--- src/source/kdi_defs.svh ---
// Key derivation widths and counts

`ifndef KDI_DEFS_SVH
`define KDI_DEFS_SVH

////////////////////
// Datapath widths
////////////////////

// One digest block, as seen by the scrambling datapath
`define KDI_BLOCK_W 64

// Derived key, two digest blocks
`define KDI_KEY_W 128

////////////////////
// Seed widths
////////////////////

// Flash seeds fill all four digest blocks
`define KDI_FLASH_SEED_W 256

// SRAM seed covers two blocks and is used twice
`define KDI_SRAM_SEED_W 128

////////////////////
// Entropy and clients
////////////////////

// One EDN word per ack
`define KDI_EDN_W 32

// Nonce register depth in EDN words
`define KDI_NONCE_WORDS 4

// Flash data, flash address, SRAM
`define KDI_NUM_REQ 3

`endif

--- src/source/kdi_scrmbl_pkg.sv ---
// Scrambling datapath command types

`include "kdi_defs.svh"

package kdi_scrmbl_pkg;

  ////////////////////
  // Commands
  ////////////////////

  // Digest commands understood by the external datapath
  typedef enum logic [1:0] {
    digest_init     = 2'd0,
    digest_load     = 2'd1,
    digest_run      = 2'd2,
    digest_finalize = 2'd3
  } scrmbl_cmd_e;

  // Netlist constant index, picks the digest IV
  typedef enum logic [1:0] {
    flash_data_sel = 2'd0,
    flash_addr_sel = 2'd1,
    sram_data_sel  = 2'd2
  } digest_sel_e;

  ////////////////////
  // Request bundle
  ////////////////////

  // One datapath transfer, taken when valid and ready meet
  typedef struct packed {
    logic                     valid;
    scrmbl_cmd_e              cmd;
    digest_sel_e              sel;
    logic [`KDI_BLOCK_W-1:0]  data;
  } scrmbl_req_t;

endpackage

--- src/source/kdi_req_pkg.sv ---
// Key request and response types

`include "kdi_defs.svh"

package kdi_req_pkg;

  import kdi_scrmbl_pkg::*;

  ////////////////////
  // Client interface
  ////////////////////

  // Held high until the matching ack
  typedef struct packed {
    logic req;
  } key_req_t;

  // Key, nonce and seed status are valid in the ack cycle and hold afterwards
  typedef struct packed {
    logic                                      ack;
    logic [`KDI_KEY_W-1:0]                     key;
    logic [`KDI_NONCE_WORDS*`KDI_EDN_W-1:0]    nonce;
    logic                                      seed_valid;
  } key_rsp_t;

  ////////////////////
  // Decoded request
  ////////////////////

  // Per-client configuration for the control FSM
  typedef struct packed {
    // Feed 128 bits of entropy after each seed pair
    logic                             ingest_entropy;
    // Digest IV select
    digest_sel_e                      digest_sel;
    // Index of the final nonce word
    logic [1:0]                       nonce_last;
    // Seed blocks are forced to zero when low
    logic                             seed_valid;
    // Four seed blocks, two per key half
    logic [3:0][`KDI_BLOCK_W-1:0]     seed;
  } req_bundle_t;

endpackage

--- src/source/kdi_ctrl_fsm.sv ---
// Key derivation control FSM

`timescale 1ns/1ps
`include "kdi_defs.svh"

module kdi_ctrl_fsm
  import kdi_scrmbl_pkg::*;
  import kdi_req_pkg::*;
(
  input  logic          clk_i,
  input  logic          rst_ni,
  input  logic          kdi_en_i,
  input  logic          escalate_i,
  input  logic          req_valid_i,
  input  req_bundle_t   req_bundle_i,
  output logic          req_done_o,
  output logic          mtx_req_o,
  input  logic          mtx_gnt_i,
  output logic          scrmbl_valid_o,
  output scrmbl_cmd_e   scrmbl_cmd_o,
  output digest_sel_e   scrmbl_sel_o,
  input  logic          scrmbl_ready_i,
  input  logic          scrmbl_rvalid_i,
  output logic          edn_req_o,
  input  logic          edn_ack_i,
  output logic [1:0]    blk_idx_o,
  output logic          use_entropy_o,
  output logic          key_wr_o,
  output logic          key_half_o,
  output logic          nonce_wr_o,
  output logic [1:0]    nonce_idx_o,
  output logic          seed_valid_wr_o,
  output logic          fsm_err_o
);

  // Last EDN word of the 128 bit entropy block
  localparam logic [1:0] ingest_last = 2'(`KDI_KEY_W / `KDI_EDN_W - 1);

  typedef enum logic [3:0] {
    st_reset, st_idle, st_clear, st_load, st_fetch_entropy, st_entropy_digest,
    st_finalize, st_wait, st_fetch_nonce, st_finish, st_error
  } state_e;

  state_e     state_d, state_q;
  logic [1:0] blk_cnt_d, blk_cnt_q;
  logic [1:0] ent_cnt_d, ent_cnt_q;
  logic       edn_req_d, edn_req_q;
  logic       cmd_st;
  logic       xfer;
  logic       edn_word;
  logic [1:0] word_last;

  ////////////////////
  // Datapath handshake
  ////////////////////

  // States that issue a command
  assign cmd_st = state_q inside {st_clear, st_load, st_entropy_digest, st_finalize};
  // Nothing leaves without the mutex
  assign scrmbl_valid_o = cmd_st && mtx_gnt_i;
  assign xfer           = scrmbl_valid_o && scrmbl_ready_i;
  // Mutex held from clear through the last digest result
  assign mtx_req_o      = cmd_st || (state_q inside {st_fetch_entropy, st_wait});
  assign scrmbl_sel_o   = req_bundle_i.digest_sel;

  assign use_entropy_o = (state_q == st_entropy_digest);
  assign blk_idx_o     = blk_cnt_q;
  assign key_half_o    = blk_cnt_q[1];
  assign nonce_idx_o   = ent_cnt_q;
  assign edn_req_o     = edn_req_q;

  // Only acks to an open request count
  assign edn_word  = edn_req_q && edn_ack_i;
  assign word_last = (state_q == st_fetch_nonce) ? req_bundle_i.nonce_last : ingest_last;

  ////////////////////
  // Next state
  ////////////////////

  always_comb begin : p_fsm
    state_d         = state_q;
    blk_cnt_d       = blk_cnt_q;
    ent_cnt_d       = ent_cnt_q;
    // Open request drops on its ack, also from the error state
    edn_req_d       = edn_req_q && !edn_ack_i;
    scrmbl_cmd_o    = digest_load;
    key_wr_o        = 1'b0;
    nonce_wr_o      = 1'b0;
    seed_valid_wr_o = 1'b0;
    req_done_o      = 1'b0;
    fsm_err_o       = 1'b0;

    case (state_q)
      // Wait for the enable pulse
      st_reset: begin
        if (kdi_en_i) begin
          state_d = st_idle;
        end
      end
      st_idle: begin
        if (req_valid_i) begin
          blk_cnt_d = 2'd0;
          ent_cnt_d = 2'd0;
          state_d   = st_clear;
        end
      end
      // Reset digest state to the IV
      st_clear: begin
        scrmbl_cmd_o = digest_init;
        if (xfer) begin
          state_d = st_load;
        end
      end
      // Even block loads, odd block runs
      st_load: begin
        scrmbl_cmd_o = blk_cnt_q[0] ? digest_run : digest_load;
        if (xfer) begin
          if (!blk_cnt_q[0]) begin
            blk_cnt_d = blk_cnt_q + 2'd1;
          end else if (req_bundle_i.ingest_entropy) begin
            state_d = st_fetch_entropy;
          end else begin
            state_d = st_finalize;
          end
        end
      end
      // Both EDN phases share the word loop
      st_fetch_entropy, st_fetch_nonce: begin
        edn_req_d = 1'b1;
        if (edn_word) begin
          nonce_wr_o = 1'b1;
          if (ent_cnt_q == word_last) begin
            edn_req_d = 1'b0;
            ent_cnt_d = 2'd0;
            state_d   = (state_q == st_fetch_nonce) ? st_finish : st_entropy_digest;
          end else begin
            ent_cnt_d = ent_cnt_q + 2'd1;
          end
        end
      end
      // Two entropy blocks from the nonce registers
      st_entropy_digest: begin
        scrmbl_cmd_o = ent_cnt_q[0] ? digest_run : digest_load;
        if (xfer) begin
          if (ent_cnt_q[0]) begin
            ent_cnt_d = 2'd0;
            state_d   = st_finalize;
          end else begin
            ent_cnt_d = ent_cnt_q + 2'd1;
          end
        end
      end
      st_finalize: begin
        scrmbl_cmd_o = digest_finalize;
        if (xfer) begin
          state_d = st_wait;
        end
      end
      // Result is one key half
      st_wait: begin
        if (scrmbl_rvalid_i) begin
          key_wr_o = 1'b1;
          if (!blk_cnt_q[1]) begin
            blk_cnt_d = blk_cnt_q + 2'd1;
            state_d   = st_clear;
          end else begin
            blk_cnt_d       = 2'd0;
            seed_valid_wr_o = 1'b1;
            state_d         = st_fetch_nonce;
          end
        end
      end
      st_finish: begin
        req_done_o = 1'b1;
        state_d    = st_idle;
      end
      // Terminal
      st_error: begin
        fsm_err_o = 1'b1;
      end
      default: begin
        state_d   = st_error;
        fsm_err_o = 1'b1;
      end
    endcase

    // Escalation wins over everything
    if (escalate_i) begin
      state_d   = st_error;
      fsm_err_o = 1'b1;
    end
  end

  always_ff @(posedge clk_i or negedge rst_ni) begin : p_regs
    if (!rst_ni) begin
      state_q   <= st_reset;
      blk_cnt_q <= 2'd0;
      ent_cnt_q <= 2'd0;
      edn_req_q <= 1'b0;
    end else begin
      state_q   <= state_d;
      blk_cnt_q <= blk_cnt_d;
      ent_cnt_q <= ent_cnt_d;
      edn_req_q <= edn_req_d;
    end
  end

endmodule

--- src/source/kdi_key_store.sv ---
// Key and nonce result registers

`timescale 1ns/1ps
`include "kdi_defs.svh"

module kdi_key_store
  import kdi_req_pkg::*;
(
  input  logic                                      clk_i,
  input  logic                                      rst_ni,
  input  req_bundle_t                               req_bundle_i,
  input  logic [1:0]                                blk_idx_i,
  input  logic                                      use_entropy_i,
  input  logic                                      key_wr_i,
  input  logic                                      key_half_i,
  input  logic [`KDI_BLOCK_W-1:0]                   scrmbl_rdata_i,
  input  logic                                      nonce_wr_i,
  input  logic [1:0]                                nonce_idx_i,
  input  logic [`KDI_EDN_W-1:0]                     edn_data_i,
  input  logic                                      seed_valid_wr_i,
  output logic [`KDI_BLOCK_W-1:0]                   scrmbl_data_o,
  output logic [`KDI_KEY_W-1:0]                     key_o,
  output logic [`KDI_NONCE_WORDS*`KDI_EDN_W-1:0]    nonce_o,
  output logic                                      seed_valid_o
);

  logic [1:0][`KDI_BLOCK_W-1:0]                 key_q;
  logic [`KDI_NONCE_WORDS-1:0][`KDI_EDN_W-1:0]  nonce_q;
  logic                                         seed_valid_q;
  // Nonce words viewed as two digest blocks
  logic [1:0][`KDI_BLOCK_W-1:0]                 ent_blk;

  ////////////////////
  // Output registers
  ////////////////////

  always_ff @(posedge clk_i or negedge rst_ni) begin : p_store
    if (!rst_ni) begin
      key_q        <= '0;
      nonce_q      <= '0;
      seed_valid_q <= 1'b0;
    end else begin
      // Digest result lands in the current half
      if (key_wr_i) begin
        key_q[key_half_i] <= scrmbl_rdata_i;
      end
      // Ingest entropy and nonce share these words
      if (nonce_wr_i) begin
        nonce_q[nonce_idx_i] <= edn_data_i;
      end
      if (seed_valid_wr_i) begin
        seed_valid_q <= req_bundle_i.seed_valid;
      end
    end
  end

  ////////////////////
  // Datapath data
  ////////////////////

  assign ent_blk = nonce_q;

  // Entropy block follows the entropy counter, seed is zero when invalid
  assign scrmbl_data_o = use_entropy_i           ? ent_blk[nonce_idx_i[0]] :
                         req_bundle_i.seed_valid ? req_bundle_i.seed[blk_idx_i] : '0;

  assign key_o        = key_q;
  assign nonce_o      = nonce_q;
  assign seed_valid_o = seed_valid_q;

endmodule

--- src/source/kdi_req_decode.sv ---
// Key request arbiter and decoder

`timescale 1ns/1ps
`include "kdi_defs.svh"

module kdi_req_decode
  import kdi_scrmbl_pkg::*;
  import kdi_req_pkg::*;
(
  input  logic                              clk_i,
  input  logic                              rst_ni,
  input  key_req_t [`KDI_NUM_REQ-1:0]       key_req_i,
  input  logic                              seed_valid_i,
  input  logic [`KDI_FLASH_SEED_W-1:0]      flash_data_seed_i,
  input  logic [`KDI_FLASH_SEED_W-1:0]      flash_addr_seed_i,
  input  logic [`KDI_SRAM_SEED_W-1:0]       sram_seed_i,
  input  logic                              req_done_i,
  output logic [`KDI_NUM_REQ-1:0]           ack_o,
  output logic                              req_valid_o,
  output req_bundle_t                       req_bundle_o
);

  ////////////////////
  // Client bundles
  ////////////////////

  req_bundle_t bundles [`KDI_NUM_REQ];

  // Flash data key, full nonce
  assign bundles[0] = '{ingest_entropy: 1'b0, digest_sel: flash_data_sel,
                        nonce_last: 2'(`KDI_NONCE_WORDS - 1),
                        seed_valid: seed_valid_i, seed: flash_data_seed_i};
  // Flash address key, one nonce word
  assign bundles[1] = '{ingest_entropy: 1'b0, digest_sel: flash_addr_sel,
                        nonce_last: 2'd0,
                        seed_valid: seed_valid_i, seed: flash_addr_seed_i};
  // SRAM key mixes in entropy, seed fills both halves
  assign bundles[2] = '{ingest_entropy: 1'b1, digest_sel: sram_data_sel,
                        nonce_last: 2'(`KDI_NONCE_WORDS - 1),
                        seed_valid: seed_valid_i, seed: {sram_seed_i, sram_seed_i}};

  ////////////////////
  // Round robin
  ////////////////////

  logic       busy_q;
  logic [1:0] gnt_idx_q;
  logic [1:0] ptr_q;
  logic [1:0] pick_idx;
  logic       pick_found;

  // Search from the priority pointer, first requester wins
  always_comb begin : p_pick
    int unsigned idx;
    pick_found = 1'b0;
    pick_idx   = 2'd0;
    for (int unsigned i = 0; i < `KDI_NUM_REQ; i++) begin
      idx = (ptr_q + i) % `KDI_NUM_REQ;
      if (!pick_found && key_req_i[idx].req) begin
        pick_found = 1'b1;
        pick_idx   = 2'(idx);
      end
    end
  end

  // Grant locks until the FSM signals completion
  always_ff @(posedge clk_i or negedge rst_ni) begin : p_arb
    if (!rst_ni) begin
      busy_q    <= 1'b0;
      gnt_idx_q <= 2'd0;
      ptr_q     <= 2'd0;
    end else if (busy_q) begin
      if (req_done_i) begin
        busy_q <= 1'b0;
        // Client after the served one gets top priority
        ptr_q  <= (gnt_idx_q == 2'(`KDI_NUM_REQ - 1)) ? 2'd0 : gnt_idx_q + 2'd1;
      end
    end else if (pick_found) begin
      busy_q    <= 1'b1;
      gnt_idx_q <= pick_idx;
    end
  end

  // Ack goes out in the FSM finish cycle
  always_comb begin : p_ack
    for (int unsigned k = 0; k < `KDI_NUM_REQ; k++) begin
      ack_o[k] = busy_q && req_done_i && (gnt_idx_q == 2'(k));
    end
  end

  assign req_valid_o  = busy_q;
  assign req_bundle_o = bundles[gnt_idx_q];

endmodule

--- src/source/kdi_top.sv ---
// Key derivation unit top level

`timescale 1ns/1ps
`include "kdi_defs.svh"

module kdi_top
  import kdi_scrmbl_pkg::*;
  import kdi_req_pkg::*;
(
  input  logic                           clk_i,
  input  logic                           rst_ni,
  input  logic                           kdi_en_i,
  input  logic                           escalate_i,
  input  logic                           seed_valid_i,
  input  logic [`KDI_FLASH_SEED_W-1:0]   flash_data_seed_i,
  input  logic [`KDI_FLASH_SEED_W-1:0]   flash_addr_seed_i,
  input  logic [`KDI_SRAM_SEED_W-1:0]    sram_seed_i,
  input  key_req_t [`KDI_NUM_REQ-1:0]    key_req_i,
  output key_rsp_t [`KDI_NUM_REQ-1:0]    key_rsp_o,
  output logic                           mtx_req_o,
  input  logic                           mtx_gnt_i,
  output scrmbl_req_t                    scrmbl_o,
  input  logic                           scrmbl_ready_i,
  input  logic                           scrmbl_rvalid_i,
  input  logic [`KDI_BLOCK_W-1:0]        scrmbl_rdata_i,
  output logic                           edn_req_o,
  input  logic                           edn_ack_i,
  input  logic [`KDI_EDN_W-1:0]          edn_data_i,
  output logic                           fsm_err_o
);

  logic [`KDI_NUM_REQ-1:0]                  ack;
  logic                                     req_valid;
  logic                                     req_done;
  req_bundle_t                              req_bundle;
  logic                                     scrmbl_valid;
  scrmbl_cmd_e                              scrmbl_cmd;
  digest_sel_e                              scrmbl_sel;
  logic [`KDI_BLOCK_W-1:0]                  scrmbl_data;
  logic [1:0]                               blk_idx;
  logic                                     use_entropy;
  logic                                     key_wr;
  logic                                     key_half;
  logic                                     nonce_wr;
  logic [1:0]                               nonce_idx;
  logic                                     seed_valid_wr;
  logic [`KDI_KEY_W-1:0]                    key;
  logic [`KDI_NONCE_WORDS*`KDI_EDN_W-1:0]   nonce;
  logic                                     seed_valid;

  ////////////////////
  // Decode
  ////////////////////

  kdi_req_decode u_decode (
    .clk_i,
    .rst_ni,
    .key_req_i,
    .seed_valid_i,
    .flash_data_seed_i,
    .flash_addr_seed_i,
    .sram_seed_i,
    .req_done_i   (req_done),
    .ack_o        (ack),
    .req_valid_o  (req_valid),
    .req_bundle_o (req_bundle)
  );

  ////////////////////
  // Control
  ////////////////////

  kdi_ctrl_fsm u_ctrl (
    .clk_i,
    .rst_ni,
    .kdi_en_i,
    .escalate_i,
    .req_valid_i     (req_valid),
    .req_bundle_i    (req_bundle),
    .req_done_o      (req_done),
    .mtx_req_o,
    .mtx_gnt_i,
    .scrmbl_valid_o  (scrmbl_valid),
    .scrmbl_cmd_o    (scrmbl_cmd),
    .scrmbl_sel_o    (scrmbl_sel),
    .scrmbl_ready_i,
    .scrmbl_rvalid_i,
    .edn_req_o,
    .edn_ack_i,
    .blk_idx_o       (blk_idx),
    .use_entropy_o   (use_entropy),
    .key_wr_o        (key_wr),
    .key_half_o      (key_half),
    .nonce_wr_o      (nonce_wr),
    .nonce_idx_o     (nonce_idx),
    .seed_valid_wr_o (seed_valid_wr),
    .fsm_err_o
  );

  ////////////////////
  // Result
  ////////////////////

  kdi_key_store u_store (
    .clk_i,
    .rst_ni,
    .req_bundle_i    (req_bundle),
    .blk_idx_i       (blk_idx),
    .use_entropy_i   (use_entropy),
    .key_wr_i        (key_wr),
    .key_half_i      (key_half),
    .scrmbl_rdata_i,
    .nonce_wr_i      (nonce_wr),
    .nonce_idx_i     (nonce_idx),
    .edn_data_i,
    .seed_valid_wr_i (seed_valid_wr),
    .scrmbl_data_o   (scrmbl_data),
    .key_o           (key),
    .nonce_o         (nonce),
    .seed_valid_o    (seed_valid)
  );

  // Datapath command, data comes from the store
  assign scrmbl_o = '{valid: scrmbl_valid, cmd: scrmbl_cmd, sel: scrmbl_sel,
                      data: scrmbl_data};

  // All clients see the shared key and nonce, only the ack differs
  for (genvar k = 0; k < `KDI_NUM_REQ; k++) begin : gen_rsp
    assign key_rsp_o[k] = '{ack: ack[k], key: key, nonce: nonce, seed_valid: seed_valid};
  end

endmodule

--- config.mk ---
export PLATFORM = sky130hd
export DESIGN_NAME = kdi_top
export DESIGN_NICKNAME = d
export VERILOG_FILES = /design/src/source/kdi_scrmbl_pkg.sv /design/src/source/kdi_req_pkg.sv /design/src/source/kdi_ctrl_fsm.sv /design/src/source/kdi_key_store.sv /design/src/source/kdi_req_decode.sv /design/src/source/kdi_top.sv
export VERILOG_INCLUDE_DIRS = /design/src /design/src/source
export SDC_FILE = /design/constraint.sdc
export NUM_CORES = 1
export LEC_CHECK = 0
export BUFFER_PORTS_ARGS = -buffer_cell sky130_fd_sc_hd__buf_2
export CELL_PAD_IN_SITES_DETAIL_PLACEMENT = 0
export CELL_PAD_IN_SITES_GLOBAL_PLACEMENT = 2
export CORE_AREA = 5 5 617 619
export CTS_CLUSTER_SIZE = 30
export DETAILED_ROUTE_END_ITERATION = 10
export DIE_AREA = 0 0 622 624
export MAX_ROUTING_LAYER = met4
export PLACE_DENSITY_LB_ADDON = 0.15
export SYNTH_ARGS = -nofsm -noshare
export SYNTH_HDL_FRONTEND = slang
export SYNTH_SLANG_ARGS = --single-unit
--- constraint.sdc ---
create_clock -name clk_i -period 2.4 [get_ports clk_i]
set_input_delay 0.36 -clock clk_i [delete_from_list [all_inputs] [get_ports clk_i]]
set_output_delay 0.36 -clock clk_i [all_outputs]
set_load 0.1 [all_outputs]
==> qor.csv, run 1 <==
stage,metric,value,unit
status,outcome,finished with violations,
status,violated checks,setup timing,
place,buffers added on ports,1593,
power_and_ir_drop,Peak VDD IR,0.000475,V
finish,synth-to-layout area growth,102,%
timing,setup clock skew after layout,0.0806,ns
detailed_routing,number of iterations in the first detailed-routing pass,5,
detailed_routing,detailed-route wire length per cell,28.8,um
logic_synthesis,area share of the largest cell type after synthesis,33.4,%
finish,sequential cell area,6800,um^2
timing,worst hold slack after final layout,0.0896,ns
floorplanning,die boundary width,622,um
global_route,largest net degree at the start of global routing,39,
timing,crit share post-route,143,%
setup_path,worst-path maximum fanout,7,
timing,max-slew violations,0,
finish,total number of nets in the final design,3962,
finish,post-route standard cell area excluding fillers,41000,um^2
logic_synthesis,"top cells by area, synth","sky130_fd_sc_hd__dfrtp_1, sky130_fd_sc_hd__buf_4, sky130_fd_sc_hd__mux4_2",
setup_path,master of the slowest instance on the critical path,sky130_fd_sc_hd__mux4_2,
setup_path,Worst path max stage delay,0.55,ns
timing,unrepaired setup endpoints after global routing,yes,
detailed_routing,final routed DRC violation total,0,
place,routability congestion estimate,0.773,
power_and_ir_drop,power density relative to cell area,520,nW/um^2
logic_synthesis,top-count cell post-synth,sky130_fd_sc_hd__buf_4,
global_route,first-pass GRT wire length,291,mm
logic_synthesis,Synth Warn #,0,
timing,slew at the pin closest to its max-slew limit,0.792,ns
clock_tree,TritonCTS clock tree,yes,
setup_path,type of destination of the critical path,primary output,
logic_synthesis,per-instance average area after synthesis,11.9,um^2
timing,post-layout min period,3.44,ns
logic_synthesis,Post-Synthesis Cell Area,20300,um^2
setup_path,worst path required time,2.04,ns
floorplanning,initial core utilization,5.42,%
logic_synthesis,"FF+latch count, synth",271,
detailed_routing,drt initial violations,865,
logic_synthesis,Cells after Synth,1711,
detailed_routing,Vias/cell,2.59,
timing,worst rel slew slack,45.7,%
floorplanning,die footprint,388000,um^2
clock_tree,clock latency on the worst-skew pair,0.69,ns
finish,multi-input logic area,11300,um^2
global_route,GRT Total Usage,12.0,%
min_path,worst hold-check path type,input pin to flip-flop,
setup_path,most frequent CP cell,sky130_fd_sc_hd__buf_12,
logic_synthesis,library cell occupying the most area in the post-synthesis netlist,sky130_fd_sc_hd__dfrtp_1,
timing,final worst slack,-1.04,ns
clock_tree,clock-pin slew on the worst setup and hold paths,0.06,ns
logic_synthesis,number of synthesized flops with an enable pin,0,
global_route,final global-route overflow total,0,
setup_path,Worst EP arrival,3.08,ns
finish,ratio of cells with drive above 1 in the final layout,82.5,%
setup_path,Buf/Inv on CP,6,
floorplanning,top-level I/O count,1594,
timing,number of failing hold endpoints at the final stage,0,
power_and_ir_drop,total leakage power,18.5,nW
clock_tree,Clock Root Buffer,sky130_fd_sc_hd__clkbuf_16,
floorplanning,Die Y,624,um
logic_synthesis,"Net Count, Synth",2467,
logic_synthesis,number of distinct library cells after synthesis,46,
setup_path,Critical Path Start Type,flip-flop,
setup_path,class of the most critical setup path,flip-flop to primary output,
timing,final setup vio count,70,
finish,layout filler cell count,43142,
detailed_routing,final wirelength,239,mm
logic_synthesis,cell types with the highest counts after synthesis,"sky130_fd_sc_hd__buf_4, sky130_fd_sc_hd__dfrtp_1, sky130_fd_sc_hd__mux2_2",
logic_synthesis,share of synthesized area occupied by flip-flops and latches,33.4,%
setup_path,cell type group with the largest total delay on the critical path,buffers and inverters,
floorplanning,number of core rows,225,
detailed_routing,remaining antenna violation count,0,
setup_path,crit path cell chain,"buf_12, buf_16, buf_12, buf_6, mux4_2, a221oi_2, buf_4, o32ai_4, buf_12",
clock_tree,number of buffers created by CTS,45,
clock_tree,sinks on the clock net,271,
logic_synthesis,share of flip-flops with an asynchronous set or reset after synthesis,100,%
detailed_routing,routed vias,21481,
place,post-placement cell area,35500,um^2
logic_synthesis,predominant post-synthesis flop cell,sky130_fd_sc_hd__dfrtp_1,
clock_tree,maximum clock insertion buffer count,3,
run,total of max-cap violations,0,
clock_tree,H-tree depth reported by CTS,2,
global_route,vias in the first global route,22570,
global_route,number of antenna violations at the first check in global routing,191,
timing,Max Clk Rate,290,MHz
floorplanning,area of the core region,374000,um^2
place,HPWL after DPL,207,mm
report_power, final:
| part | total (mW) | switching [mW] | internal (mW) |
|---|---|---|---|
| clock | 7.51 | 3.04 | 4.46 |
| sequential | 4.91 | 0.246 | 4.67 |
| combinational | 8.89 | 5.63 | 3.26 |
| total | 21.3 | 8.92 | 12.4 |
final timing paths:
kind | from | endpoint | slack, ns | cells after the start
worst max-delay path | u_decode.gnt_idx_q[0]$_DFFE_PN0P_ | scrmbl_o[50] | -1.04 | 9
worst min-delay path | edn_data_i[11] | u_store.nonce_o[11]$_DFFE_PN0P_ | 0.09 | 2
worst max register to register | u_ctrl.blk_idx_o[1]$_DFFE_PN0P_ | u_store.key_o[43]$_DFFE_PN0P_ | 0.10 | 6
worst min register to register | u_decode.ptr_q[1]$_DFFE_PN0P_ | u_decode.ptr_q[1]$_DFFE_PN0P_ | 0.55 | 1
max in group asynchronous | rst_ni | u_store.key_o[59]$_DFFE_PN0P_ | 1.36 | 3
min in group asynchronous | rst_ni | u_store.key_o[86]$_DFFE_PN0P_ | 0.23 | 2
final cells by class:
type	instances	area share, %
Multi-Input combinational cell	775	27.7
Inverter	17	0.238
Tap cell	4994	15.2
Clock buffer	57	3.03
Sequential cell	271	16.6
Antenna cell	45	0.275
Clock inverter	27	0.980
Timing Repair Buffer	2096	36.0
kinds of logic after synthesis:
kind of cell	synth area share (%)
multiplexers	32.1
AO/OA/AOI/OAI	9.80
adder cells (fa/ha/maj)	0.494
XOR/XNOR	0.0864
flip-flops	33.4
buffers and inverters	22.3
AND/OR/NAND/NOR	1.83
layout by cell type, fill, tap and decap left out, types with 4 or more instances in the layout:
cell type / synthesis / routed
sky130_fd_sc_hd__nand2_1: 19 / 12
sky130_fd_sc_hd__mux4_2: 129 / 129
sky130_fd_sc_hd__buf_4: 524 / 359
sky130_fd_sc_hd__bufinv_16: 0 / 7
sky130_fd_sc_hd__a221oi_1: 128 / 16
sky130_fd_sc_hd__nor2_1: 16 / 12
sky130_fd_sc_hd__nand2_4: 0 / 4
sky130_fd_sc_hd__o21ai_0: 11 / 10
sky130_fd_sc_hd__o32ai_4: 0 / 64
sky130_fd_sc_hd__buf_2: 45 / 1437
sky130_fd_sc_hd__diode_2: 0 / 45
sky130_fd_sc_hd__buf_12: 0 / 146
sky130_fd_sc_hd__mux2i_1: 70 / 70
sky130_fd_sc_hd__clkbuf_16: 0 / 50
sky130_fd_sc_hd__nor2b_1: 6 / 5
sky130_fd_sc_hd__nand3_1: 5 / 5
sky130_fd_sc_hd__clkinv_2: 0 / 8
sky130_fd_sc_hd__buf_16: 0 / 14
sky130_fd_sc_hd__a21oi_1: 10 / 9
sky130_fd_sc_hd__a21o_1: 4 / 4
sky130_fd_sc_hd__dfrtp_1: 271 / 264
sky130_fd_sc_hd__dfrtp_4: 0 / 4
sky130_fd_sc_hd__clkbuf_1: 75 / 5
sky130_fd_sc_hd__inv_6: 0 / 4
sky130_fd_sc_hd__buf_8: 0 / 8
sky130_fd_sc_hd__a221oi_4: 0 / 26
sky130_fd_sc_hd__mux2_2: 257 / 257
sky130_fd_sc_hd__clkbuf_8: 0 / 7
sky130_fd_sc_hd__nand2b_1: 5 / 5
sky130_fd_sc_hd__buf_6: 0 / 28
sky130_fd_sc_hd__inv_1: 17 / 13
sky130_fd_sc_hd__dlygate4sd3_1: 0 / 99
sky130_fd_sc_hd__a221oi_2: 0 / 86
sky130_fd_sc_hd__ha_1: 8 / 8
per-stage QoR:
stage / TNS, ns / setup slack (ns) / power (mW) / utilization [%] / cells
after floorplan: -6.23 / -0.296 / 9.74 / - / 1711
after CTS: -73.73 / -1.25 / 21.8 / 10.7 / 8195
after global placement: -27.22 / -0.689 / 13.1 / 9.47 / 7969
final: -63.02 / -1.04 / 21.3 / 10.9 / 8282
after global routing: -75.26 / -1.22 / 22.3 / 10.9 / 8263
after detailed placement: -26.95 / -0.647 / 13.0 / 9.47 / 7969
registers in the layout (all words and copies together) (netlist names):
signal / cells
u_store.key_o: 128
u_store.nonce_o: 128
u_ctrl.state_q: 4
u_ctrl.blk_idx_o: 2
u_ctrl.nonce_idx_o: 2
u_decode.gnt_idx_q: 2
u_decode.ptr_q: 2
u_ctrl.edn_req_o: 1
u_decode.req_valid_o: 1
u_store.seed_valid_o: 1
what timing repair did:
action,4_1_cts,5_1_grt
endpoints found under the setup margin,208,72
gates cloned,5,5
gates resized for setup,298,98
buffers inserted,39,44
hold buffers,99,0
hold endpoints to repair,286,0
pin swaps,14,35
layer usage:
metal  GRT usage (%)  share of wire [%]  vias to the layer above
li1                -                  -                     9093
met1            12.4                 36                    10989
met2            24.1                 58                     1059
met3            1.84                3.8                      340
met4            1.73                1.8                        0
met5               -                  0                        -
No activity file was read; power rests on OpenSTA's default activity.
==> run 2: changes to the inputs <==
ABC_AREA = 1   (was not set)
CORE_AREA = 5 5 609 611   (was 5 5 617 619)
DIE_AREA = 0 0 614 616   (was 0 0 622 624)
SKIP_LAST_GASP = 1   (was not set)
==> run 2 against run 1 <==
Net effect:
- the flow still finishes with violations (setup timing)
- via count increased by 27%
- area after synthesis up 5.0%
- critical path depth rose by 6
- sequential power grew 53%
- power rose to 3.1 times the previous value
- die area shrank 2.6%
- sequential share of layout area fell by 0.57 points
- synthesized cell count up 83%
- hold slack got worse by 0.033 ns
- critical path type unchanged
- clock power shrank 9.9%
==> qor.csv, run 2 <==
stage,metric,value,unit
timing,final setup vio count,69,
setup_path,class of the most critical setup path,flip-flop to primary output,
logic_synthesis,library cell occupying the most area in the post-synthesis netlist,sky130_fd_sc_hd__dfrtp_1,
setup_path,Buf/Inv on CP,8,
finish,"commonest cells after routing, fill and taps aside","sky130_fd_sc_hd__buf_2, sky130_fd_sc_hd__nand2_1, sky130_fd_sc_hd__dfrtp_1",
finish,synth-to-layout area growth,99.4,%
timing,worst hold slack after final layout,0.0568,ns
clock_tree,H-tree depth reported by CTS,2,
global_route,vias in the first global route,29144,
global_route,final global-route overflow total,0,
logic_synthesis,top-count cell post-synth,sky130_fd_sc_hd__nand2_1,
logic_synthesis,"top cells by area, synth","sky130_fd_sc_hd__dfrtp_1, sky130_fd_sc_hd__nand2_1, sky130_fd_sc_hd__buf_4",
logic_synthesis,"Net Count, Synth",3890,
detailed_routing,Met1 Routed Length,91.3,mm
logic_synthesis,number of distinct library cells after synthesis,33,
floorplanning,number of core rows,222,
clock_tree,TritonCTS clock tree,yes,
timing,setup clock skew after layout,0.0555,ns
clock_tree,clock-pin slew on the worst setup and hold paths,0.05,ns
logic_synthesis,share of synthesized area occupied by flip-flops and latches,31.9,%
logic_synthesis,Cells after Synth,3134,
setup_path,Worst EP arrival,2.72,ns
power_and_ir_drop,total leakage power,20.8,nW
finish,total number of nets in the final design,5300,
floorplanning,initial core utilization,5.84,%
logic_synthesis,area share of the largest cell type after synthesis,31.9,%
logic_synthesis,number of synthesized flops with an enable pin,0,
finish,Final Non-Filler Cells,9439,
status,violated checks,setup timing,
setup_path,RR Endpoint,u_store.nonce_o[85]$_DFFE_PN0P_,
timing,unrepaired setup endpoints after global routing,yes,
finish,"most common cell after layout, fill and taps aside",sky130_fd_sc_hd__buf_2,
setup_path,master of the slowest instance on the critical path,sky130_fd_sc_hd__dfrtp_1,
floorplanning,die footprint,378000,um^2
detailed_routing,final wirelength,264,mm
setup_path,type of destination of the critical path,primary output,
finish,ratio of cells with drive above 1 in the final layout,57.3,%
detailed_routing,Vias/cell,2.89,
logic_synthesis,"FF+latch count, synth",271,
clock_tree,sinks on the clock net,271,
run,total of max-cap violations,0,
setup_path,worst setup path end,scrmbl_o[38],
detailed_routing,number of iterations in the first detailed-routing pass,5,
floorplanning,Die Y,616,um
setup_path,logic depth of the worst setup path including buffers,15,
setup_path,Worst path max stage delay,0.35,ns
place,post-placement setup slack,-0.720,ns
logic_synthesis,Post-Synthesis Cell Area,21300,um^2
global_route,number of antenna violations at the first check in global routing,168,
detailed_routing,met2 routed wirelength,154,mm
timing,max-slew violations,0,
detailed_routing,final routed DRC violation total,0,
timing,worst rel slew slack,50.3,%
clock_tree,maximum clock insertion buffer count,3,
timing,Max Clk Rate,325,MHz
clock_tree,Clock Root Buffer,sky130_fd_sc_hd__clkbuf_16,
logic_synthesis,Synth Warn #,0,
floorplanning,top-level I/O count,1594,
clock_tree,clock latency on the worst-skew pair,0.66,ns
detailed_routing,sum of met3 wire segment lengths after detailed routing,10.5,mm
timing,Setup Total Neg Slack,-38.01,ns
clock_tree,number of buffers created by CTS,44,
floorplanning,area of the core region,364000,um^2
logic_synthesis,cell types with the highest counts after synthesis,"sky130_fd_sc_hd__nand2_1, sky130_fd_sc_hd__buf_4, sky130_fd_sc_hd__nand3_1",
timing,post-layout min period,3.08,ns
min_path,worst hold-check path type,input pin to flip-flop,
floorplanning,die boundary width,614,um
timing,final worst slack,-0.676,ns
setup_path,Crit Reg-Reg Startpoint,u_ctrl.state_q[3]$_DFFE_PN0P_,
place,number of instances in the placed design,9140,
timing,crit share post-route,128,%
setup_path,worst-path maximum fanout,7,
place,routability congestion estimate,0.816,
setup_path,worst path required time,2.04,ns
power_and_ir_drop,power density relative to cell area,1570,nW/um^2
timing,number of failing hold endpoints at the final stage,0,
global_route,first-pass GRT wire length,326,mm
setup_path,cell count of the worst reg-to-reg path,11,
global_route,largest net degree at the start of global routing,129,
setup_path,Critical Path Start Type,flip-flop,
setup_path,crit path cell chain,"inv_2, buf_6, nand2_8, clkinv_16, buf_16, buf_16, buf_6, nand2_4, nand2_2, nand2_1, nand4_1, nand3_4, buf_12, nand2_4, buf_12",
setup_path,cell type group with the largest total delay on the critical path,buffers and inverters,
power_and_ir_drop,Peak VDD IR,0.000990,V
logic_synthesis,predominant post-synthesis flop cell,sky130_fd_sc_hd__dfrtp_1,
detailed_routing,routed vias,27267,
setup_path,startpoint of the most critical setup path,u_decode.gnt_idx_q[1]$_DFFE_PN0P_,
logic_synthesis,share of flip-flops with an asynchronous set or reset after synthesis,100,%
place,buffers added on ports,1593,
global_route,GRT Total Usage,13.6,%
detailed_routing,detailed-route wire length per cell,27.9,um
detailed_routing,remaining antenna violation count,0,
detailed_routing,highest signal layer in the routed design,met4,
setup_path,r2r setup slk,0.02,ns
timing,slew at the pin closest to its max-slew limit,0.750,ns
detailed_routing,drt initial violations,1384,
status,outcome,finished with violations,
logic_synthesis,per-instance average area after synthesis,6.79,um^2
place,HPWL after DPL,224,mm
-- run 2: changes by cell type after synthesis, sizes merged, moves of 66 or more --
cell	previous run	this run
inv	17	130
o21ai	11	270
mux2i	70	0
o32ai	66	0
a221oi	128	0
mux2	257	0
nand3	6	430
nand2	19	1186
mux4	129	0
-- run 2: layer usage --
metal	up-vias	track usage, %
met5	-	-
met4	0	2.94
met3	372	1.96
met2	1182	28.2
met1	13208	13.0
li1	12505	-
-- run 2: layout make-up --
| type | instances | area, um^2 |
|---|---|---|
| antenna | 45 | 113 |
| tap | 4816 | 6030 |
| multi-input combinational | 2028 | 11900 |
| inverter | 131 | 562 |
| clock buffer | 67 | 1280 |
| timing repair inverter | 1 | 16.3 |
| fill | 42558 | 322000 |
| sequential | 271 | 6800 |
| timing repair buffer | 2067 | 15600 |
| clock inverter | 13 | 200 |
-- run 2: worst min-delay path by stage --
| stage | startpoint | end | slack [ns] | cells past startpoint |
|---|---|---|---|---|
| 2_1_floorplan | rst_ni | u_ctrl.blk_idx_o[0]$_DFFE_PN0P_ | 0.06 | 0 |
| 3_3_place_gp | rst_ni | u_store.key_o[28]$_DFFE_PN0P_ | 0.27 | 1 |
| 3_5_place_dp | rst_ni | u_store.key_o[28]$_DFFE_PN0P_ | 0.27 | 1 |
| 4_1_cts | scrmbl_rdata_i[56] | u_store.key_o[120]$_DFFE_PN0P_ | 0.005 | 3 |
| 5_1_grt | scrmbl_rdata_i[0] | u_store.key_o[64]$_DFFE_PN0P_ | 0.06 | 3 |
| 6_report | scrmbl_rdata_i[51] | u_store.key_o[51]$_DFFE_PN0P_ | 0.06 | 3 |
-- run 2: power breakdown --
part           leakage (nW)  internal (mW)  switching (mW)
Sequential             3.69           5.47            2.05
Clock                 0.715           4.01            2.76
Combinational          16.4           13.6            38.8
Total                  20.8           23.1            43.6
-- run 2: repair_timing --
action	4_1_cts	5_1_grt
resized for setup	503	321
hold buffers	72	0
endpoints found under the setup margin	86	72
hold endpoints to repair	332	0
pin swaps	108	150
cloned	23	9
buffers inserted	68	34
-- run 2: per-stage QoR --
stage,utilization [%],power (mW),area [um^2]
after floorplan,-,38.4,21300
after global routing,11.6,69.8,42400
final,11.6,66.7,42400
after CTS,11.2,67.5,40800
after detailed placement,9.71,54.5,35400
after global placement,9.71,54.7,35400
-- run 2: worst reg2reg max path, cell delays in order, from the launching register on --
cell and delay (ns):
sky130_fd_sc_hd__dfrtp_2 0.43, sky130_fd_sc_hd__buf_6 0.13, sky130_fd_sc_hd__nor2_4 0.17, sky130_fd_sc_hd__buf_6 0.12, sky130_fd_sc_hd__buf_6 0.11, sky130_fd_sc_hd__buf_4 0.11
sky130_fd_sc_hd__o21ai_2 0.09, sky130_fd_sc_hd__nor2_4 0.26, sky130_fd_sc_hd__nand2_4 0.32, sky130_fd_sc_hd__buf_12 0.38, sky130_fd_sc_hd__nand2_1 0.06, sky130_fd_sc_hd__o21ai_1 0.06
-- run 2: cell families after synthesis --
kind of cell               synth area share [%]
adders and majority gates                 0.470
buffers and inverters                      25.3
DFF                                        31.9
AOI/OAI and AO/OA                          9.75
and+or+nand+nor                            32.6
